## src/rtl/axi_ax_pkg.sv

```systemverilog
// AXI address channel definitions
// Field widths and fixed encodings used on AW and AR
package axi_ax_pkg;

  // ========================================
  // Field widths
  // ========================================

  localparam int unsigned AX_LEN_W   = 8;
  localparam int unsigned AX_SIZE_W  = 3;
  localparam int unsigned AX_BURST_W = 2;
  localparam int unsigned AX_CACHE_W = 4;

  // ========================================
  // Encodings
  // ========================================

  // Log2 of the 8 byte bus width
  localparam logic [AX_SIZE_W-1:0]  AX_SIZE_BUS      = 3'd3;

  // Incrementing burst
  localparam logic [AX_BURST_W-1:0] BURST_INCR       = 2'b01;

  // Normal non-cacheable, modifiable
  localparam logic [AX_CACHE_W-1:0] CACHE_MODIFIABLE = 4'b0010;

endpackage

```

## src/rtl/vlsu_txn_pkg.sv

```systemverilog
// Vector load/store transaction control definitions
// Queue geometry, request field widths and the queue entry layout
package vlsu_txn_pkg;

  // ========================================
  // Queue geometry
  // ========================================

  // Number of transaction control entries
  localparam int unsigned TXN_CTRL_NUM = 4;
  // Index width of a queue pointer
  localparam int unsigned TXN_PTR_W    = 2;

  // ========================================
  // Request fields
  // ========================================

  // Byte address width
  localparam int unsigned ADDR_W    = 32;
  // Group, segment and transaction counts
  localparam int unsigned CNT_W     = 4;
  // Beats minus one of a burst
  localparam int unsigned BEAT_W    = 8;
  // Bytes moved per data beat
  localparam int unsigned BUS_BYTES = 8;

  // ========================================
  // Queue entry
  // ========================================

  // One AXI transaction in flight, 44 bits
  typedef struct packed {
    logic [ADDR_W-1:0] addr;
    // Beats still to come, minus one
    logic [BEAT_W-1:0] rmn_beat;
    // No beat seen yet
    logic              is_head;
    logic              is_load;
    // Last transaction of the request
    logic              is_final;
    // Kept zero
    logic              spare;
  } txn_ctrl_t;

endpackage

```

## src/rtl/vlsu_ax_issue.sv

```systemverilog
// AXI address issue stage
// One entry register that forms an AW or AR request and holds it
// until the selected channel accepts it
module vlsu_ax_issue import vlsu_txn_pkg::*; import axi_ax_pkg::*; (
  input  logic                  clk_i,
  input  logic                  rst_ni,
  // Entry from the queue
  input  logic                  ax_valid_i,
  output logic                  ax_ready_o,
  input  txn_ctrl_t             ax_entry_i,
  // Write address
  output logic                  aw_valid_o,
  input  logic                  aw_ready_i,
  output logic [ADDR_W-1:0]     aw_addr_o,
  output logic [AX_LEN_W-1:0]   aw_len_o,
  output logic [AX_SIZE_W-1:0]  aw_size_o,
  output logic [AX_BURST_W-1:0] aw_burst_o,
  output logic [AX_CACHE_W-1:0] aw_cache_o,
  // Read address
  output logic                  ar_valid_o,
  input  logic                  ar_ready_i,
  output logic [ADDR_W-1:0]     ar_addr_o,
  output logic [AX_LEN_W-1:0]   ar_len_o,
  output logic [AX_SIZE_W-1:0]  ar_size_o,
  output logic [AX_BURST_W-1:0] ar_burst_o,
  output logic [AX_CACHE_W-1:0] ar_cache_o
);

  logic      valid_q;
  txn_ctrl_t entry_q;
  logic      accepted;

  // Slave takes the held request
  assign accepted   = (aw_valid_o && aw_ready_i) || (ar_valid_o && ar_ready_i);
  // Free, or freed in this cycle
  assign ax_ready_o = !valid_q || accepted;

  always_ff @(posedge clk_i or negedge rst_ni) begin
    if (!rst_ni) begin
      valid_q <= 1'b0;
    end else if (ax_valid_i && ax_ready_o) begin
      valid_q <= 1'b1;
    end else if (accepted) begin
      valid_q <= 1'b0;
    end
  end

  always_ff @(posedge clk_i) begin
    if (ax_valid_i && ax_ready_o) begin
      entry_q <= ax_entry_i;
    end
  end

  // ========================================
  // Channel routing
  // ========================================
  assign aw_valid_o = valid_q && !entry_q.is_load;
  assign ar_valid_o = valid_q && entry_q.is_load;

  // Address goes out unchanged
  assign aw_addr_o  = entry_q.addr;
  assign aw_len_o   = AX_LEN_W'(entry_q.rmn_beat);
  assign aw_size_o  = AX_SIZE_BUS;
  assign aw_burst_o = BURST_INCR;
  assign aw_cache_o = CACHE_MODIFIABLE;

  assign ar_addr_o  = entry_q.addr;
  assign ar_len_o   = AX_LEN_W'(entry_q.rmn_beat);
  assign ar_size_o  = AX_SIZE_BUS;
  assign ar_burst_o = BURST_INCR;
  assign ar_cache_o = CACHE_MODIFIABLE;

endmodule

```

## src/rtl/vlsu_circ_ptr.sv

```systemverilog
// Circular queue pointer
// Index wraps at the queue depth and toggles a flag on each wrap,
// so equal indices can be told apart as full or empty
module vlsu_circ_ptr import vlsu_txn_pkg::*; (
  input  logic                 clk_i,
  input  logic                 rst_ni,
  input  logic                 inc_i,
  output logic                 flag_o,
  output logic [TXN_PTR_W-1:0] value_o
);

  logic                 flag_q;
  logic [TXN_PTR_W-1:0] value_q;

  always_ff @(posedge clk_i or negedge rst_ni) begin
    if (!rst_ni) begin
      flag_q  <= 1'b0;
      value_q <= '0;
    end else if (inc_i) begin
      if (value_q == TXN_PTR_W'(TXN_CTRL_NUM - 1)) begin
        // Wrap around, next lap
        value_q <= '0;
        flag_q  <= ~flag_q;
      end else begin
        value_q <= value_q + 1'b1;
      end
    end
  end

  assign flag_o  = flag_q;
  assign value_o = value_q;

endmodule

```

## src/rtl/vlsu_meta_seq.sv

```systemverilog
// Vector load/store meta sequencer
// Expands one request into per-transaction metadata words,
// walking groups, then segments, then transactions
module vlsu_meta_seq import vlsu_txn_pkg::*; (
  input  logic              clk_i,
  input  logic              rst_ni,
  // Request, counts are nonzero
  input  logic              req_valid_i,
  output logic              req_ready_o,
  input  logic              req_is_load_i,
  input  logic [ADDR_W-1:0] req_addr_i,
  input  logic [CNT_W-1:0]  req_nr_grp_i,
  input  logic [CNT_W-1:0]  req_nr_seg_i,
  input  logic [CNT_W-1:0]  req_nr_txn_i,
  input  logic [BEAT_W-1:0] req_len_i,
  // Metadata stream
  output logic              meta_valid_o,
  input  logic              meta_ready_i,
  output logic [ADDR_W-1:0] meta_addr_o,
  output logic [BEAT_W-1:0] meta_len_o,
  output logic              meta_is_load_o,
  output logic              meta_is_final_o
);

  // Control state
  logic             busy_q;
  logic [CNT_W-1:0] rmn_grp_q;
  logic [CNT_W-1:0] rmn_seg_q;
  logic [CNT_W-1:0] rmn_txn_q;

  // Latched request
  logic [ADDR_W-1:0] addr_q;
  logic [BEAT_W-1:0] len_q;
  logic              is_load_q;
  logic [CNT_W-1:0]  nr_seg_q;
  logic [CNT_W-1:0]  nr_txn_q;

  logic              req_hs;
  logic              meta_hs;
  logic              last_txn;
  logic              last_seg;
  logic              last_grp;
  logic [ADDR_W-1:0] stride;

  assign req_ready_o = !busy_q;
  assign req_hs      = req_valid_i && !busy_q;
  assign meta_hs     = busy_q && meta_ready_i;

  assign last_txn = (rmn_txn_q == '0);
  assign last_seg = (rmn_seg_q == '0);
  assign last_grp = (rmn_grp_q == '0);

  // Bytes covered by one burst
  assign stride = (ADDR_W'(len_q) + ADDR_W'(1)) * ADDR_W'(BUS_BYTES);

  // ========================================
  // Remaining counters
  // ========================================
  always_ff @(posedge clk_i or negedge rst_ni) begin
    if (!rst_ni) begin
      busy_q    <= 1'b0;
      rmn_grp_q <= '0;
      rmn_seg_q <= '0;
      rmn_txn_q <= '0;
    end else if (req_hs) begin
      busy_q    <= 1'b1;
      rmn_grp_q <= req_nr_grp_i - 1'b1;
      rmn_seg_q <= req_nr_seg_i - 1'b1;
      rmn_txn_q <= req_nr_txn_i - 1'b1;
    end else if (meta_hs) begin
      if (meta_is_final_o) begin
        busy_q <= 1'b0;
      end else if (!last_txn) begin
        rmn_txn_q <= rmn_txn_q - 1'b1;
      end else begin
        // Segment done, reload the transaction count
        rmn_txn_q <= nr_txn_q - 1'b1;
        if (!last_seg) begin
          rmn_seg_q <= rmn_seg_q - 1'b1;
        end else begin
          rmn_seg_q <= nr_seg_q - 1'b1;
          rmn_grp_q <= rmn_grp_q - 1'b1;
        end
      end
    end
  end

  // Running address and request fields
  always_ff @(posedge clk_i) begin
    if (req_hs) begin
      addr_q    <= req_addr_i;
      len_q     <= req_len_i;
      is_load_q <= req_is_load_i;
      nr_seg_q  <= req_nr_seg_i;
      nr_txn_q  <= req_nr_txn_i;
    end else if (meta_hs) begin
      addr_q <= addr_q + stride;
    end
  end

  assign meta_valid_o    = busy_q;
  assign meta_addr_o     = addr_q;
  assign meta_len_o      = len_q;
  assign meta_is_load_o  = is_load_q;
  // All three counters on their last value
  assign meta_is_final_o = last_grp && last_seg && last_txn;

endmodule

```

## src/rtl/vlsu_txn_ctrl.sv

```systemverilog
// Vector load/store transaction control top level
// Sequencer feeds the control queue, which feeds the address issue stage
module vlsu_txn_ctrl import vlsu_txn_pkg::*; import axi_ax_pkg::*; (
  input  logic                  clk_i,
  input  logic                  rst_ni,
  // Request
  input  logic                  req_valid_i,
  output logic                  req_ready_o,
  input  logic                  req_is_load_i,
  input  logic [ADDR_W-1:0]     req_addr_i,
  input  logic [CNT_W-1:0]      req_nr_grp_i,
  input  logic [CNT_W-1:0]      req_nr_seg_i,
  input  logic [CNT_W-1:0]      req_nr_txn_i,
  input  logic [BEAT_W-1:0]     req_len_i,
  // AW
  output logic                  aw_valid_o,
  input  logic                  aw_ready_i,
  output logic [ADDR_W-1:0]     aw_addr_o,
  output logic [AX_LEN_W-1:0]   aw_len_o,
  output logic [AX_SIZE_W-1:0]  aw_size_o,
  output logic [AX_BURST_W-1:0] aw_burst_o,
  output logic [AX_CACHE_W-1:0] aw_cache_o,
  // AR
  output logic                  ar_valid_o,
  input  logic                  ar_ready_i,
  output logic [ADDR_W-1:0]     ar_addr_o,
  output logic [AX_LEN_W-1:0]   ar_len_o,
  output logic [AX_SIZE_W-1:0]  ar_size_o,
  output logic [AX_BURST_W-1:0] ar_burst_o,
  output logic [AX_CACHE_W-1:0] ar_cache_o,
  // Data side
  input  logic                  update_i,
  output logic                  txn_ctrl_valid_o,
  output logic [ADDR_W-1:0]     txn_ctrl_addr_o,
  output logic [BEAT_W-1:0]     txn_ctrl_rmn_beat_o,
  output logic                  txn_ctrl_is_head_o,
  output logic                  txn_ctrl_is_final_o,
  // B
  input  logic                  b_valid_i,
  output logic                  b_ready_o
);

  // Sequencer to queue
  logic              meta_valid;
  logic              meta_ready;
  logic [ADDR_W-1:0] meta_addr;
  logic [BEAT_W-1:0] meta_len;
  logic              meta_is_load;
  logic              meta_is_final;

  // Queue to issue stage
  logic      ax_valid;
  logic      ax_ready;
  txn_ctrl_t ax_entry;

  vlsu_meta_seq i_meta_seq (
    .clk_i           (clk_i),
    .rst_ni          (rst_ni),
    .req_valid_i     (req_valid_i),
    .req_ready_o     (req_ready_o),
    .req_is_load_i   (req_is_load_i),
    .req_addr_i      (req_addr_i),
    .req_nr_grp_i    (req_nr_grp_i),
    .req_nr_seg_i    (req_nr_seg_i),
    .req_nr_txn_i    (req_nr_txn_i),
    .req_len_i       (req_len_i),
    .meta_valid_o    (meta_valid),
    .meta_ready_i    (meta_ready),
    .meta_addr_o     (meta_addr),
    .meta_len_o      (meta_len),
    .meta_is_load_o  (meta_is_load),
    .meta_is_final_o (meta_is_final)
  );

  vlsu_txn_ctrl_queue i_txn_queue (
    .clk_i               (clk_i),
    .rst_ni              (rst_ni),
    .meta_valid_i        (meta_valid),
    .meta_ready_o        (meta_ready),
    .meta_addr_i         (meta_addr),
    .meta_len_i          (meta_len),
    .meta_is_load_i      (meta_is_load),
    .meta_is_final_i     (meta_is_final),
    .ax_valid_o          (ax_valid),
    .ax_ready_i          (ax_ready),
    .ax_entry_o          (ax_entry),
    .update_i            (update_i),
    .txn_ctrl_valid_o    (txn_ctrl_valid_o),
    .txn_ctrl_addr_o     (txn_ctrl_addr_o),
    .txn_ctrl_rmn_beat_o (txn_ctrl_rmn_beat_o),
    .txn_ctrl_is_head_o  (txn_ctrl_is_head_o),
    .txn_ctrl_is_final_o (txn_ctrl_is_final_o),
    .b_valid_i           (b_valid_i),
    .b_ready_o           (b_ready_o)
  );

  vlsu_ax_issue i_ax_issue (
    .clk_i      (clk_i),
    .rst_ni     (rst_ni),
    .ax_valid_i (ax_valid),
    .ax_ready_o (ax_ready),
    .ax_entry_i (ax_entry),
    .aw_valid_o (aw_valid_o),
    .aw_ready_i (aw_ready_i),
    .aw_addr_o  (aw_addr_o),
    .aw_len_o   (aw_len_o),
    .aw_size_o  (aw_size_o),
    .aw_burst_o (aw_burst_o),
    .aw_cache_o (aw_cache_o),
    .ar_valid_o (ar_valid_o),
    .ar_ready_i (ar_ready_i),
    .ar_addr_o  (ar_addr_o),
    .ar_len_o   (ar_len_o),
    .ar_size_o  (ar_size_o),
    .ar_burst_o (ar_burst_o),
    .ar_cache_o (ar_cache_o)
  );

endmodule

```

## src/rtl/vlsu_txn_ctrl_queue.sv

```systemverilog
// Transaction control queue
// Four entries tracked by enqueue, issue, data and dequeue pointers.
// Loads retire once their beats are done, stores on a write response
module vlsu_txn_ctrl_queue import vlsu_txn_pkg::*; (
  input  logic              clk_i,
  input  logic              rst_ni,
  // Metadata in
  input  logic              meta_valid_i,
  output logic              meta_ready_o,
  input  logic [ADDR_W-1:0] meta_addr_i,
  input  logic [BEAT_W-1:0] meta_len_i,
  input  logic              meta_is_load_i,
  input  logic              meta_is_final_i,
  // Entry offered for address issue
  output logic              ax_valid_o,
  input  logic              ax_ready_i,
  output txn_ctrl_t         ax_entry_o,
  // Data side
  input  logic              update_i,
  output logic              txn_ctrl_valid_o,
  output logic [ADDR_W-1:0] txn_ctrl_addr_o,
  output logic [BEAT_W-1:0] txn_ctrl_rmn_beat_o,
  output logic              txn_ctrl_is_head_o,
  output logic              txn_ctrl_is_final_o,
  // Write response
  input  logic              b_valid_i,
  output logic              b_ready_o
);

  txn_ctrl_t entries_q [TXN_CTRL_NUM];

  // Pointer indices and wrap flags
  logic [TXN_PTR_W-1:0] enq_val, iss_val, data_val, deq_val;
  logic                 enq_flag, iss_flag, data_flag, deq_flag;
  // Flag and index together
  logic [TXN_PTR_W:0]   enq_ptr, iss_ptr, data_ptr, deq_ptr;

  logic      full, empty;
  logic      do_enq, do_iss, do_beat, do_data, do_deq;
  logic      data_passed;
  txn_ctrl_t new_entry;
  txn_ctrl_t data_entry;
  txn_ctrl_t deq_entry;

  assign enq_ptr  = {enq_flag, enq_val};
  assign iss_ptr  = {iss_flag, iss_val};
  assign data_ptr = {data_flag, data_val};
  assign deq_ptr  = {deq_flag, deq_val};

  // ========================================
  // Occupancy and handshakes
  // ========================================
  assign empty = (enq_ptr == deq_ptr);
  assign full  = (enq_val == deq_val) && (enq_flag != deq_flag);

  assign meta_ready_o = !full;
  assign do_enq       = meta_valid_i && !full;

  // Entry at the issue pointer not yet sent
  assign ax_valid_o = !empty && (iss_ptr != enq_ptr);
  assign ax_entry_o = entries_q[iss_val];
  assign do_iss     = ax_valid_o && ax_ready_i;

  // Data side entry
  assign data_entry       = entries_q[data_val];
  assign txn_ctrl_valid_o = (data_ptr != enq_ptr);
  assign do_beat = update_i && txn_ctrl_valid_o && (data_entry.rmn_beat != '0);
  // Last beat moves on to the next entry
  assign do_data = update_i && txn_ctrl_valid_o && (data_entry.rmn_beat == '0);

  // Retirement, oldest entry has all its beats
  assign deq_entry   = entries_q[deq_val];
  assign data_passed = (data_ptr != deq_ptr);
  assign b_ready_o   = data_passed && !deq_entry.is_load;
  assign do_deq      = data_passed && (deq_entry.is_load || b_valid_i);

  assign txn_ctrl_addr_o     = data_entry.addr;
  assign txn_ctrl_rmn_beat_o = data_entry.rmn_beat;
  assign txn_ctrl_is_head_o  = data_entry.is_head;
  assign txn_ctrl_is_final_o = data_entry.is_final;

  // ========================================
  // Entry storage
  // ========================================
  always_comb begin
    new_entry          = '0;
    new_entry.addr     = meta_addr_i;
    new_entry.rmn_beat = meta_len_i;
    new_entry.is_head  = 1'b1;
    new_entry.is_load  = meta_is_load_i;
    new_entry.is_final = meta_is_final_i;
  end

  // Enqueue and beat slots never coincide while not full
  always_ff @(posedge clk_i) begin
    if (do_enq) begin
      entries_q[enq_val] <= new_entry;
    end
    if (do_beat) begin
      entries_q[data_val].rmn_beat <= data_entry.rmn_beat - 1'b1;
      entries_q[data_val].is_head  <= 1'b0;
    end
  end

  // ========================================
  // Pointers
  // ========================================
  vlsu_circ_ptr i_enq_ptr (
    .clk_i   (clk_i),
    .rst_ni  (rst_ni),
    .inc_i   (do_enq),
    .flag_o  (enq_flag),
    .value_o (enq_val)
  );

  vlsu_circ_ptr i_iss_ptr (
    .clk_i   (clk_i),
    .rst_ni  (rst_ni),
    .inc_i   (do_iss),
    .flag_o  (iss_flag),
    .value_o (iss_val)
  );

  vlsu_circ_ptr i_data_ptr (
    .clk_i   (clk_i),
    .rst_ni  (rst_ni),
    .inc_i   (do_data),
    .flag_o  (data_flag),
    .value_o (data_val)
  );

  vlsu_circ_ptr i_deq_ptr (
    .clk_i   (clk_i),
    .rst_ni  (rst_ni),
    .inc_i   (do_deq),
    .flag_o  (deq_flag),
    .value_o (deq_val)
  );

endmodule

```

## config.mk

```make
export PLATFORM = sky130hd
export DESIGN_NAME = vlsu_txn_ctrl
export DESIGN_NICKNAME = d
export VERILOG_FILES = /design/src/rtl/axi_ax_pkg.sv /design/src/rtl/vlsu_txn_pkg.sv /design/src/rtl/vlsu_ax_issue.sv /design/src/rtl/vlsu_circ_ptr.sv /design/src/rtl/vlsu_meta_seq.sv /design/src/rtl/vlsu_txn_ctrl.sv /design/src/rtl/vlsu_txn_ctrl_queue.sv
export SDC_FILE = /design/constraint.sdc
export NUM_CORES = 1
export LEC_CHECK = 0
export ABC_CLOCK_PERIOD_IN_PS = 11120
export BUFFER_PORTS_ARGS = -buffer_cell sky130_fd_sc_hd__buf_2
export CORE_MARGIN = 1
export CORE_UTILIZATION = 25
export CTS_CLUSTER_DIAMETER = 100
export DETAILED_ROUTE_END_ITERATION = 6
export PLACE_DENSITY = 0.39
export SLEW_MARGIN = 10
export SYNTH_ARGS = -nofsm -noshare
export SYNTH_HDL_FRONTEND = slang
export SYNTH_HIERARCHICAL = 1
export SYNTH_SLANG_ARGS = --single-unit
export TNS_END_PERCENT = 50
```

## constraint.sdc

```tcl
create_clock -name clk_i -period 11.12 [get_ports clk_i]
set_input_delay 1.112 -clock clk_i [delete_from_list [all_inputs] [get_ports clk_i]]
set_output_delay 1.112 -clock clk_i [all_outputs]
set_load 0.02 [all_outputs]
```

== After elaboration in Yosys (flattened, before gate mapping) ==
Memories as Yosys holds them, arrays and structs flattened. A register that Yosys moved wholly into a read port is not among the register bits.
Cells that the tools add are included.

* Flip-flop bits (word level): 75
* Bits in writable memories: 172
* Input port bits: 60
* Output and inout port bits: 145
* Logic and storage cells: 121
* Memories: 1

{| class="wikitable"
|+ Memory list
! memory !! depth !! bits a word !! read ports !! clocked after Yosys merged registers in !! write ports !! line !! text
|-
| i_txn_queue.entries_q || 4 || 43 || 3 || 1 || 2 || vlsu_txn_ctrl_queue.sv:30 || <nowiki>txn_ctrl_t entries_q [TXN_CTRL_NUM];</nowiki>
|}

* $add $sub $neg: 15
* Eq/ne operators: 11
* Multiplexer cells: 29
* Bitwise logic cells: 4
* Reduce and logical (&&, ||, !) cells: 43

{| class="wikitable"
|+ Operator list
! operator !! count
|-
| 32-bit two-way mux || 2
|-
| 4-bit two-way mux || 14
|-
| 32-bit adder || 1
|-
| 4-bit by 1-bit subtractor with 4-bit output, second input constant || 8
|-
| 1-bit logical AND || 16
|-
| 4-bit zero test || 3
|-
| 2-bit AND reduction || 6
|-
| 2-bit nonzero test || 5
|-
| 8-bit by 1-bit adder with 9-bit output, second input constant || 1
|-
| 1-bit two-way mux || 9
|-
| 3-bit inequality test || 3
|-
| 2-bit by 1-bit adder with 2-bit output, second input constant || 4
|-
| 2-bit == test, second input constant || 4
|-
| 8-bit zero test || 1
|-
| 2-bit two-way mux || 4
|-
| 8-bit nonzero test || 1
|-
| 8-bit by 1-bit subtractor with 8-bit output, second input constant || 1
|-
| 1-bit zero test || 6
|-
| 1-bit inverter || 4
|-
| 4-bit AND reduction || 1
|-
| 3-bit == test || 1
|-
| 1-bit logical OR || 3
|-
| 3-bit AND reduction || 1
|-
| 2-bit == test || 1
|-
| other kinds (2) || 2
|}

== Longest topological paths before layout ==
Gate-level depths: netlist of the first run.

* Depth in word-level cells: 7
* Gate-level depth with buffers: 12
* Gate-level depth less buffers: 11

== Modules after synthesis ==
Netlist of the first run, hierarchy kept.

{| class="wikitable"
|+ By module, submodules not included
! module !! times used !! cells an instance !! area each (sq um) !! sequential area each (sq um)
|-
| vlsu_txn_ctrl_queue || 1 || 425 || 8,117.8 || 5,124.9
|-
| vlsu_meta_seq || 1 || 349 || 3,612.2 || 1,796.7
|-
| vlsu_ax_issue || 1 || 148 || 2,044.5 || 1,256.2
|-
| vlsu_circ_ptr || 4 || 9 || 131.4 || 75.1
|}

== Least setup slack after synthesis of the first run ==
OpenSTA, ideal clock, no wires.

* Path kind: reg2reg
* From: register i_txn_queue.i_enq_ptr.value_q[0] (netlist: i_txn_queue/i_enq_ptr/value_o[0])
* To: register, netlist name i_ax_issue/ar_addr_o[0]
* Setup time: 451 ps
* Data arrival time: 3,342 ps
* Required time: 10,669 ps
* Setup slack: 7,328 ps
* Stages on the path, launching flop included: 7
* Buffers on the path: 1
* Period minus slack after synthesis: 3,792 ps
* Cells stage by stage: dfrtp_1 > clkbuf_1 > xor2_1 > nor2_1 > a221oi_1 > or2_2 > a21boi_1

* Word-level cells in the longest chain between the ends: 4
* Elaborated cells on any way between the ends: 5
* Classes of those cells: eq/ne (2); reduce/logical (3)

{| class="wikitable"
|+ Ends and longest elaborated chain
! what !! line !! text
|-
| start: declaration || vlsu_circ_ptr.sv:13 || <nowiki>logic [TXN_PTR_W-1:0] value_q;</nowiki>
|-
| start signal: assignment || vlsu_circ_ptr.sv:25 || <nowiki>value_q <= value_q + 1'b1;</nowiki>
|-
| 3-bit == test || vlsu_txn_ctrl_queue.sv:53 || <nowiki>assign empty = (enq_ptr == deq_ptr);</nowiki>
|-
| 1-bit zero test || vlsu_txn_ctrl_queue.sv:60 || <nowiki>assign ax_valid_o = !empty && (iss_ptr != enq_ptr);</nowiki>
|-
| 1-bit logical AND (*) || vlsu_txn_ctrl_queue.sv:60 ||
|-
| named net ax_valid || vlsu_txn_ctrl.sv:52 || <nowiki>logic ax_valid;</nowiki>
|-
| 1-bit logical AND (*) || vlsu_ax_issue.sv:49 || <nowiki>if (ax_valid_i && ax_ready_o) begin</nowiki>
|}

The timed path passes the listed nets; every way through them passes the cells marked *.
A chain may end at the register's enable or synchronous reset.

== Worst setup path in the final report of the first run ==
* From: register i_txn_queue.i_data_ptr.value_q[0] (netlist: i_txn_queue/i_data_ptr/value_o[0])
* To: output txn_ctrl_rmn_beat_o[7]

* Word-level cells in the longest chain between the ends: 1

{| class="wikitable"
|+ Ends and longest elaborated chain
! what !! line !! text
|-
| start: declaration || vlsu_circ_ptr.sv:13 ||
|-
| start signal: assignment || vlsu_circ_ptr.sv:25 ||
|-
| memory read 4 x 43 bit || -- ||
|-
| end: declaration || vlsu_txn_ctrl.sv:35 || <nowiki>output logic [BEAT_W-1:0] txn_ctrl_rmn_beat_o,</nowiki>
|}

No other way between the ends.

==> results by group, run 1 <==
Critical path
  • Data arrival, critical path: 2.74 ns
  • Worst stage delay on the critical path: 0.76 ns
  • RR Endpoint: i_txn_queue/entries_q[2][3]
  • Worst path depth: 3
  • Crit-path cells: buf_4 > mux4_2 > buf_2
  • Critical Path Fanout Max: 42
  • Crit path from: i_txn_queue/i_data_ptr/value_o[0]
  • Crit path buf inv count: 2
  • Worst Path Required: 10.01 ns
  • CP Class: reg -> out
  • Worst R2R Start: i_txn_queue/i_data_ptr/value_o[0]
  • Number of cells on the worst reg-to-reg path: 6
  • Worst setup EP type: primary output
  • CP top delay family: buffers and inverters
  • CP max-delay cell: buf_4
  • Startpoint type of the worst setup path: flop
  • Flop2flop setup slack: 7.62 ns
  • Setup crit end: txn_ctrl_rmn_beat_o[7]

CTS
  • CTS sink count: 288
  • Setup Buffers After CTS: 0
  • Worst-Skew Late Latency: 0.54 ns
  • TritonCTS clock tree: yes
  • Post_cts resized: 0
  • Clock transition at path regs: 0.06 ns
  • CTS buffer count: 37
  • Clk root buf: clkbuf_16
  • Cts hold-fix bufs: 0
  • Clock buffer depth: 3
  • # H-tree levels: 2

GRT
  • Global-route wire length before repair: 53.9 mm
  • Grt total ovfl: 0
  • Initial antenna violation count: 5
  • Vias in the first global route: 8,221
  • Total track usage: 12.9%
  • Largest net degree at the start of global routing: 48

Place
  • I/O Buffers: 186
  • Cell Area, Placed: 0.0154 sq mm
  • DP HPWL: 24.9 mm
  • Placer Congestion: 0.779

Hold path
  • Hold crit path type: reg -> reg
  • Min-delay src: i_txn_queue/entries_q[3][2]

Yosys
  • Cells after synthesis: 954
  • Warnings from Yosys: 6
  • Post-Syn Area: 0.0142 sq mm
  • Synth Area per Inst: 14.9 sq um

Detailed routing
  • Number of DRC markers in iteration 0: 383
  • Drt via density: 4.31
  • Drt pass-1 iters: 4
  • Post-route DRC: 0
  • Wirelength per Cell: 19.9 um
  • Vias: 8,003
  • Antenna viol nets, final: 0
  • Post-Route WL: 37.0 mm

STA
  • Setup_tns: 0 ns
  • Final Hold Vio Count: 0
  • Final Hold Slack: 0.489 ns
  • Final Max Tran Viols: 0
  • RSZ-0062 raised after global routing: false
  • Post-route minimum period: 3.85 ns
  • Setup clock skew after layout: 0.0232 ns
  • Crit share post-route: 34.6%
  • Final setup vio count: 0
  • Relative slew slack: 37.9%
  • Achievable Freq: 260 MHz
  • Slew @ Worst Pin: 0.931 ns

Power and ir drop
  • NetSw: 2290 uW
  • Clk pwr share: 20.2%
  • Int Pwr: 3580 uW
  • Max VDD drop: 183 uV
  • Switching share of power: 39.1%
  • Gate power share: 40.5%
  • Share of power burned in registers: 39.3%
  • Pwr dens: 354 mW/mm^2
  • Leakage: 0.00585 uW

Layout
  • Final net count: 1,152
  • ANT cells: 0
  • Layout cells sized above 1: 34.7%
  • Fillers: 5,724
  • Fin area: 0.0166 sq mm
  • Layout area overhead: 16.7%

Floorplan
  • Site Rows: 87
  • Starting Density: 25.3%
  • Die area: 0.0579 sq mm
  • # IOs: 205
  • Die X: 241 um
  • Die Ht: 241 um
  • Core Area: 0.0564 sq mm

Run status
  • Outcome: finished, final reports clean

Run
  • Max Cap Viol: 0
==> worst min-delay path: stages (launching register included) <==
cell and delay [ns]:
dfxtp_1 0.33, nor2_1 0.05, nor2_1 0.08
==> power by group through the flow <==
stage	clock network, uW	logic [uW]	registers (uW)
floorplan	0	1910	2170
global placement	0	2450	2330
detailed placement	0	2450	2340
CTS	1230	2460	2330
global route	1270	2600	2400
finish	1190	2380	2310
==> cell type report <==
type                    instances  area (sq um)  share of cell area (%)
multi-input cells             528          4880                    29.4
well taps                     756           946                    5.69
clock buffers                  46          1000                    6.03
flip-flops and latches        288          8490                    51.1
repair buffers                203          1060                    6.37
clock inverters                20           186                    1.12
inverters                      14          53.8                   0.324
==> flip-flops by register name, summed over array words and instances, names as in the netlist, 4 cells and up <==
name,cells
i_meta_seq/nr_seg_q,4
i_meta_seq/rmn_seg_q,4
i_meta_seq/rmn_txn_q,4
i_txn_queue/entries_q,172
i_ax_issue/ar_len_o,8
i_meta_seq/nr_txn_q,4
i_meta_seq/rmn_grp_q,4
i_meta_seq/meta_len_o,8
i_meta_seq/meta_addr_o,32
i_ax_issue/ar_addr_o,32
==> cells in the final DEF (no fill, tap or decap), types with 3 or more instances in the layout <==
master	instances
edfxtp_1	258
buf_2	186
nand2_1	87
mux4_2	84
nor2_1	40
clkbuf_16	39
mux2i_1	38
o21ai_0	32
a21oi_1	28
xor2_1	27
xnor2_1	27
dfrtp_1	22
ha_1	19
conb_1	18
buf_4	17
inv_1	12
nand3_1	11
nor3_1	10
clkinv_2	8
clkbuf_1	7
o211ai_1	7
and2_1	6
and3_1	6
nand2b_1	6
clkinv_1	5
a21o_1	5
or3_1	5
a31oi_1	5
o2111ai_1	4
or2_1	4
dfxtp_1	4
mux2_4	4
bufinv_16	3
clkinv_4	3
a21oi_2	3
nor4b_2	3
==> through the flow <==
stage	total power (uW)	std cells	worst slack (ns)	util [%]
floorplan	4070	970	7.33	-
global placement	4780	1789	7.42	27.4
detailed placement	4790	1789	7.33	27.4
CTS	6010	1855	7.15	29.5
global route	6260	1855	7.09	29.5
finish	5880	1855	7.27	29.5
==> per-layer routing <==
layer | vias to the layer above | part of all wire, % | routed length, um | global-route usage, %
li1 | 3767 | - | - | -
met3 | 47 | 4.6 | 1710 | 2.64
met5 | - | 0.070 | 26 | 0
met1 | 4008 | 44 | 16100 | 16.4
met2 | 177 | 50 | 18400 | 22.0
met4 | 4 | 2.1 | 765 | 4.05
==> how the worst min path moves through the flow <==
stage                                       end  cells past startpoint
global placement    i_txn_queue/entries_q[0][2]                      2
finish              i_txn_queue/entries_q[3][2]                      2
floorplan           i_txn_queue/entries_q[2][2]                      2
detailed placement  i_txn_queue/entries_q[0][2]                      2
CTS                 i_txn_queue/entries_q[0][2]                      2
global route        i_txn_queue/entries_q[1][2]                      2
No activity file was read; power rests on OpenSTA's default activity.
==> run 2: changes to the inputs <==
--- a/config.mk
+++ b/config.mk
@@ -5,13 +5,13 @@
 export SDC_FILE = /design/constraint.sdc
 export NUM_CORES = 1
 export LEC_CHECK = 0
-export ABC_CLOCK_PERIOD_IN_PS = 11120
+export ABC_CLOCK_PERIOD_IN_PS = 3500
 export BUFFER_PORTS_ARGS = -buffer_cell sky130_fd_sc_hd__buf_2
 export CORE_MARGIN = 1
 export CORE_UTILIZATION = 25
 export CTS_CLUSTER_DIAMETER = 100
 export DETAILED_ROUTE_END_ITERATION = 6
-export PLACE_DENSITY = 0.39
+export PLACE_DENSITY = 0.41
 export SLEW_MARGIN = 10
 export SYNTH_ARGS = -nofsm -noshare
 export SYNTH_HDL_FRONTEND = slang
==> constraint.sdc (replaced) <==
create_clock -name clk_i -period 3.5 [get_ports clk_i]
set_input_delay 0.35 -clock clk_i [delete_from_list [all_inputs] [get_ports clk_i]]
set_output_delay 0.35 -clock clk_i [all_outputs]
set_load 0.02 [all_outputs]
==> run 2 against run 1 <==
  * Utilization grew 0.39 points
  * Register-to-register slack lost 7.2 ns
  * Largest cell class unchanged
  * Clock power grew to 3.2 times the previous value
  * Final area grew 1.3%
  * Sequential power grew to 3.1 times the previous value
  * Routed wire length grew 2.3%
  * Highest routed layer unchanged
  * Cell count grew 1.2%
  * Power grew to 3.2 times the previous value
  * Critical path type is now reg -> reg
  * Clock skew shrank 0.010 ns
  * Combinational power grew to 3.3 times the previous value
  * Die area is the same
  * Largest power group unchanged
==> results by group, run 2 (synthesized netlist as in run 1, its figures left out) <==
STA
  • Final Max Tran Viols: 0
  • Crit share post-route: 89.2%
  • Achievable Freq: 320 MHz
  • Final Hold Vio Count: 0
  • Final setup vio count: 0
  • RSZ-0062 raised after global routing: false
  • Setup_tns: 0 ns
  • Final Hold Slack: 0.0501 ns
  • Setup clock skew after layout: 0.0131 ns
  • Post-route minimum period: 3.12 ns
  • Relative slew slack: 42.7%
  • Slew @ Worst Pin: 0.856 ns

CTS
  • Cts hold-fix bufs: 13
  • Clock buffer depth: 3
  • Worst-Skew Late Latency: 0.54 ns
  • # H-tree levels: 2
  • Clock transition at path regs: 0.06 ns
  • CTS buffer count: 37
  • CTS sink count: 288
  • Setup Buffers After CTS: 0
  • TritonCTS clock tree: yes
  • Post_cts resized: 0
  • Clk root buf: clkbuf_16

Detailed routing
  • Wirelength per Cell: 20.2 um
  • Post-route DRC: 0
  • Number of DRC markers in iteration 0: 449
  • Drt pass-1 iters: 6
  • Drt via density: 4.36
  • Vias: 8,187
  • Antenna viol nets, final: 0
  • Post-Route WL: 37.8 mm

Power and ir drop
  • Leakage: 0.00596 uW
  • Pwr dens: 1120 mW/mm^2
  • Max VDD drop: 535 uV

Critical path
  • Worst R2R Start: i_meta_seq/meta_len_o[0]
  • CP Class: reg -> reg
  • Critical Path Fanout Max: 10
  • Number of cells on the worst reg-to-reg path: 11
  • RR Endpoint: i_meta_seq/meta_addr_o[19]
  • Startpoint type of the worst setup path: flop
  • Data arrival, critical path: 3.38 ns
  • Worst setup EP type: flop
  • Worst Path Required: 3.76 ns
  • Flop2flop setup slack: 0.38 ns

GRT
  • Global-route wire length before repair: 55.3 mm
  • Total track usage: 13.2%
  • Grt total ovfl: 0
  • Initial antenna violation count: 5
  • Vias in the first global route: 8,305
  • Largest net degree at the start of global routing: 60

Place
  • I/O Buffers: 186
  • DP HPWL: 24.9 mm
  • Dpl cells: 1,799
  • Placer Congestion: 0.724
  • Cell Area, Placed: 0.0155 sq mm

Layout
  • Commonest non-fill, non-tap cells in the layout: edfxtp_1, buf_2, nand2_1
  • ANT cells: 0
  • Fin area: 0.0168 sq mm
  • Layout area overhead: 18.2%
  • Final std cells w/o fill: 1,878
  • Largest Register: i_txn_queue/entries_q
  • Layout cells sized above 1: 34.8%
  • Final net count: 1,175
  • Commonest non-fill, non-tap cell in the layout: edfxtp_1
  • Max FFs per register: 172
  • Final core occ: 29.9%

Floorplan
  • Die X: 241 um
  • Die area: 0.0579 sq mm
  • Die Ht: 241 um
  • Starting Density: 25.3%
  • # IOs: 205
  • Core Area: 0.0564 sq mm
  • Site Rows: 87

Hold path
  • Worst hold endpoint: i_meta_seq/meta_len_o[3]
  • Min-delay src: req_len_i[3]
  • Hold crit path type: in -> reg
  • Hold path depth: 1

Run
  • Max Cap Viol: 0

Run status
  • Outcome: finished, final reports clean
## run 2: changes by cell type in the layout (fill, tap and decap cells not counted), sizes merged
| cell | delta |
|---|---|
| dlygate4sd3 | +13 |
| buf | +10 |
| clkbuf | -3 |
| clkinvlp | +2 |
| clkinv | +1 |
## run 2: power by group
group / switching [uW] / internal (uW)
sequential: 1110 / 6150
clock: 1490 / 2260
combinational: 4760 / 3070
## run 2: per-layer routing
layer  up-vias  track usage [%]  part of all wire, %
met2       209             22.0                   49
met1      4087             16.8                   43
met5         -                0                 0.17
met3        72             3.11                  5.1
li1       3809                -                    -
met4        10             4.30                  2.6
## run 2: worst max path at each step
stage                                                 start                      endpoint  slack [ns]  cells past startpoint
after floorplan           i_txn_queue/i_data_ptr/value_o[0]  i_txn_queue/entries_q[0][10]        0.53                      7
after global placement             i_meta_seq/meta_len_o[0]    i_meta_seq/meta_addr_o[19]        0.43                     11
after detailed placement           i_meta_seq/meta_len_o[0]    i_meta_seq/meta_addr_o[19]        0.38                     11
after CTS                          i_meta_seq/meta_len_o[0]    i_meta_seq/meta_addr_o[23]        0.37                     11
after global routing               i_meta_seq/meta_len_o[0]    i_meta_seq/meta_addr_o[23]        0.11                     11
final                              i_meta_seq/meta_len_o[0]    i_meta_seq/meta_addr_o[19]        0.38                     11
## run 2: critical path: stages, from the launching register on
cell	delay, ns
edfxtp_1	0.49
and3_1	0.19
nand3_1	0.11
or2_2	0.33
xnor2_1	0.15
ha_1	0.36
and2_1	0.20
nand2_1	0.08
a21oi_2	0.46
o21ai_0	0.20
xnor2_1	0.16
o21ai_0	0.08
## run 2: layout make-up
class	instances	area [sq um]
clock inverters	23	189
repair buffers	226	1280
clock buffers	43	1000
fillers	5725	39500
flip-flops and latches	288	8490
multi-input cells	528	4880
inverters	14	53.8
well taps	756	946
## run 2: metrics by stage
stage | setup slack [ns] | power [uW]
after detailed placement | 0.381 | 15400
after global routing | 0.110 | 20100
final | 0.380 | 18800
after global placement | 0.429 | 15400
after floorplan | 0.533 | 12900
after CTS | 0.365 | 19300
==> run 3: changes to the inputs <==
--- a/config.mk
+++ b/config.mk
@@ -7,10 +7,12 @@
 export LEC_CHECK = 0
 export ABC_CLOCK_PERIOD_IN_PS = 3500
 export BUFFER_PORTS_ARGS = -buffer_cell sky130_fd_sc_hd__buf_2
+export CAP_MARGIN = 0
 export CORE_MARGIN = 1
 export CORE_UTILIZATION = 25
 export CTS_CLUSTER_DIAMETER = 100
 export DETAILED_ROUTE_END_ITERATION = 6
+export GPL_TIMING_DRIVEN = 0
 export PLACE_DENSITY = 0.41
 export SLEW_MARGIN = 10
 export SYNTH_ARGS = -nofsm -noshare
==> run 3 against run 2 <==
  * Largest cell class unchanged
  * Sequential power is 2% lower
  * Clock power is 7.7% lower
  * Global-route usage is 0.63 points higher
  * Final area increased by 5.1%
  * Routed wire length grew 4.5%
  * Critical path type unchanged
  * Sequential cell count is the same
  * Combinational power increased by 13%
  * First-iteration DRC count is 17% higher
  * Utilization is 1.5 points higher
  * Clock-buffer cell count is 5 higher
==> results by group, run 3 (synthesized netlist as in run 1, its figures left out) <==
Detailed routing
  • Wirelength per Cell: 19.7 um
  • Post-Route WL: 39.6 mm
  • WL met1: 17.6 mm
  • WL met3: 2.21 mm
  • Antenna viol nets, final: 0
  • Post-route DRC: 0
  • Drt via density: 4.37
  • Highest routed metal layer: met5
  • Vias: 8,759
  • Drt pass-1 iters: 6
  • Met2 Wirelength: 18.8 mm
  • Number of DRC markers in iteration 0: 524

Floorplan
  • Core Area: 0.0564 sq mm
  • Site Rows: 87
  • # IOs: 205
  • Die area: 0.0579 sq mm
  • Die Ht: 241 um
  • Die X: 241 um
  • Starting Density: 25.3%

Critical path
  • Worst setup EP type: flop
  • Worst Path Required: 3.75 ns
  • Most used cell, CP: buf_4
  • CP top delay family: simple AND/OR/NAND/NOR gates
  • CP max-delay cell: mux4_2
  • Data arrival, critical path: 3.61 ns
  • Worst stage delay on the critical path: 0.61 ns
  • Startpoint type of the worst setup path: flop
  • Crit path buf inv count: 3
  • Crit-path cells: buf_4 > mux4_2 > or4_4 > nor4b_4 > buf_4 > nor4_1 > buf_4 > or2_2
  • CP Class: reg -> reg
  • Worst R2R Start: i_txn_queue/i_data_ptr/value_o[0]
  • Crit path from: i_txn_queue/i_data_ptr/value_o[0]
  • Critical Path Fanout Max: 10

CTS
  • # H-tree levels: 2
  • Clock transition at path regs: 0.06 ns
  • CTS buffer count: 37
  • Clk root buf: clkbuf_16
  • Clock buffer depth: 3
  • TritonCTS clock tree: yes
  • CTS sink count: 288
  • Worst-Skew Late Latency: 0.55 ns

Power and ir drop
  • Leakage: 0.00648 uW
  • Max VDD drop: 495 uV
  • Pwr dens: 1100 mW/mm^2
  • Total Power: 19,400 uW

Place
  • I/O Buffers: 186
  • Placer Congestion: 0.775
  • Cell Area, Placed: 0.0164 sq mm
  • DP HPWL: 27.6 mm

STA
  • Final Max Tran Viols: 0
  • Final setup vio count: 0
  • Achievable Freq: 298 MHz
  • Setup_tns: 0 ns
  • Setup clock skew after layout: 0.0226 ns
  • Post-route minimum period: 3.36 ns
  • Crit share post-route: 95.9%
  • Relative slew slack: 26.2%
  • Slew @ Worst Pin: 1.11 ns
  • RSZ-0062 raised after global routing: false
  • Final Hold Vio Count: 0

Layout
  • Fillers: 5,707
  • Final net count: 1,303
  • Final core occ: 31.4%
  • Max FFs per register: 172
  • Largest Register: i_txn_queue/entries_q
  • Layout cells sized above 1: 38.8%
  • Commonest non-fill, non-tap cell in the layout: edfxtp_1
  • Layout area overhead: 24.3%
  • Commonest non-fill, non-tap cells in the layout: edfxtp_1, buf_2, buf_4
  • Fin area: 0.0177 sq mm

Hold path
  • Hold crit path type: in -> reg
  • Min-delay src: req_nr_seg_i[1]

GRT
  • Grt total ovfl: 0
  • Initial antenna violation count: 6
  • Vias in the first global route: 8,878
  • Total track usage: 13.8%
  • Global-route wire length before repair: 58.0 mm
  • Largest net degree at the start of global routing: 37

Run status
  • Outcome: finished, final reports clean

Run
  • Max Cap Viol: 0
run 3: stage by stage:
stage	worst slack (ns)	std cells	hold WS [ns]
floorplan	0.533	970	0.0544
global placement	-1.09	1912	0.429
detailed placement	-0.177	1920	0.437
CTS	0.0272	1999	0.00773
global route	0.00347	2002	0.0172
finish	0.145	2004	0.0446
run 3: power by group:
| group | internal (uW) | switching, uW | total (uW) | leakage, uW |
|---|---|---|---|---|
| clock | 2000 | 1450 | 3460 | 0.000525 |
| sequential | 6130 | 1010 | 7140 | 0.00277 |
| combinational | 3780 | 5050 | 8830 | 0.00319 |
run 3: worst paths after layout:
| check | depth (start not counted) | to | slack (ns) |
|---|---|---|---|
| worst max-delay path | 8 | i_txn_queue/entries_q[0][7] | 0.14 |
| worst min-delay path | 1 | i_meta_seq/nr_seg_q[1] | 0.04 |
| worst max register to register | 8 | i_txn_queue/entries_q[0][7] | 0.14 |
| worst min register to register | 2 | i_txn_queue/entries_q[3][2] | 0.47 |
| max in group asynchronous | 2 | i_meta_seq/rmn_seg_q[1] | 2.64 |
| min in group asynchronous | 2 | i_txn_queue/i_enq_ptr/value_o[1] | 0.39 |
run 3: what timing repair did:
item	4_1_cts	5_1_grt
buffers inserted	2	3
endpoints found under the setup margin	63	29
resized for setup	12	4
pin swaps	1	0
hold buffers	15	0
hold endpoints to repair	40	0
run 3: per-layer routing:
| layer | up-vias | global-route usage, % |
|---|---|---|
| met5 | - | 0 |
| met4 | 8 | 4.21 |
| met3 | 64 | 3.16 |
| met2 | 203 | 22.4 |
| met1 | 4411 | 18.2 |
| li1 | 4073 | - |
run 3: final cells by class:
cell class / count / area, sq um / share of cell area, %
sequential: 288 / 8480 / 47.9
multi-input combinational: 528 / 4860 / 27.4
timing repair buffer: 214 / 1310 / 7.39
clock buffer: 48 / 998 / 5.64
buffer: 140 / 977 / 5.52
tap: 756 / 946 / 5.34
clock inverter: 14 / 80.1 / 0.452
inverter: 14 / 52.6 / 0.297
antenna: 2 / 5.00 / 0.0283
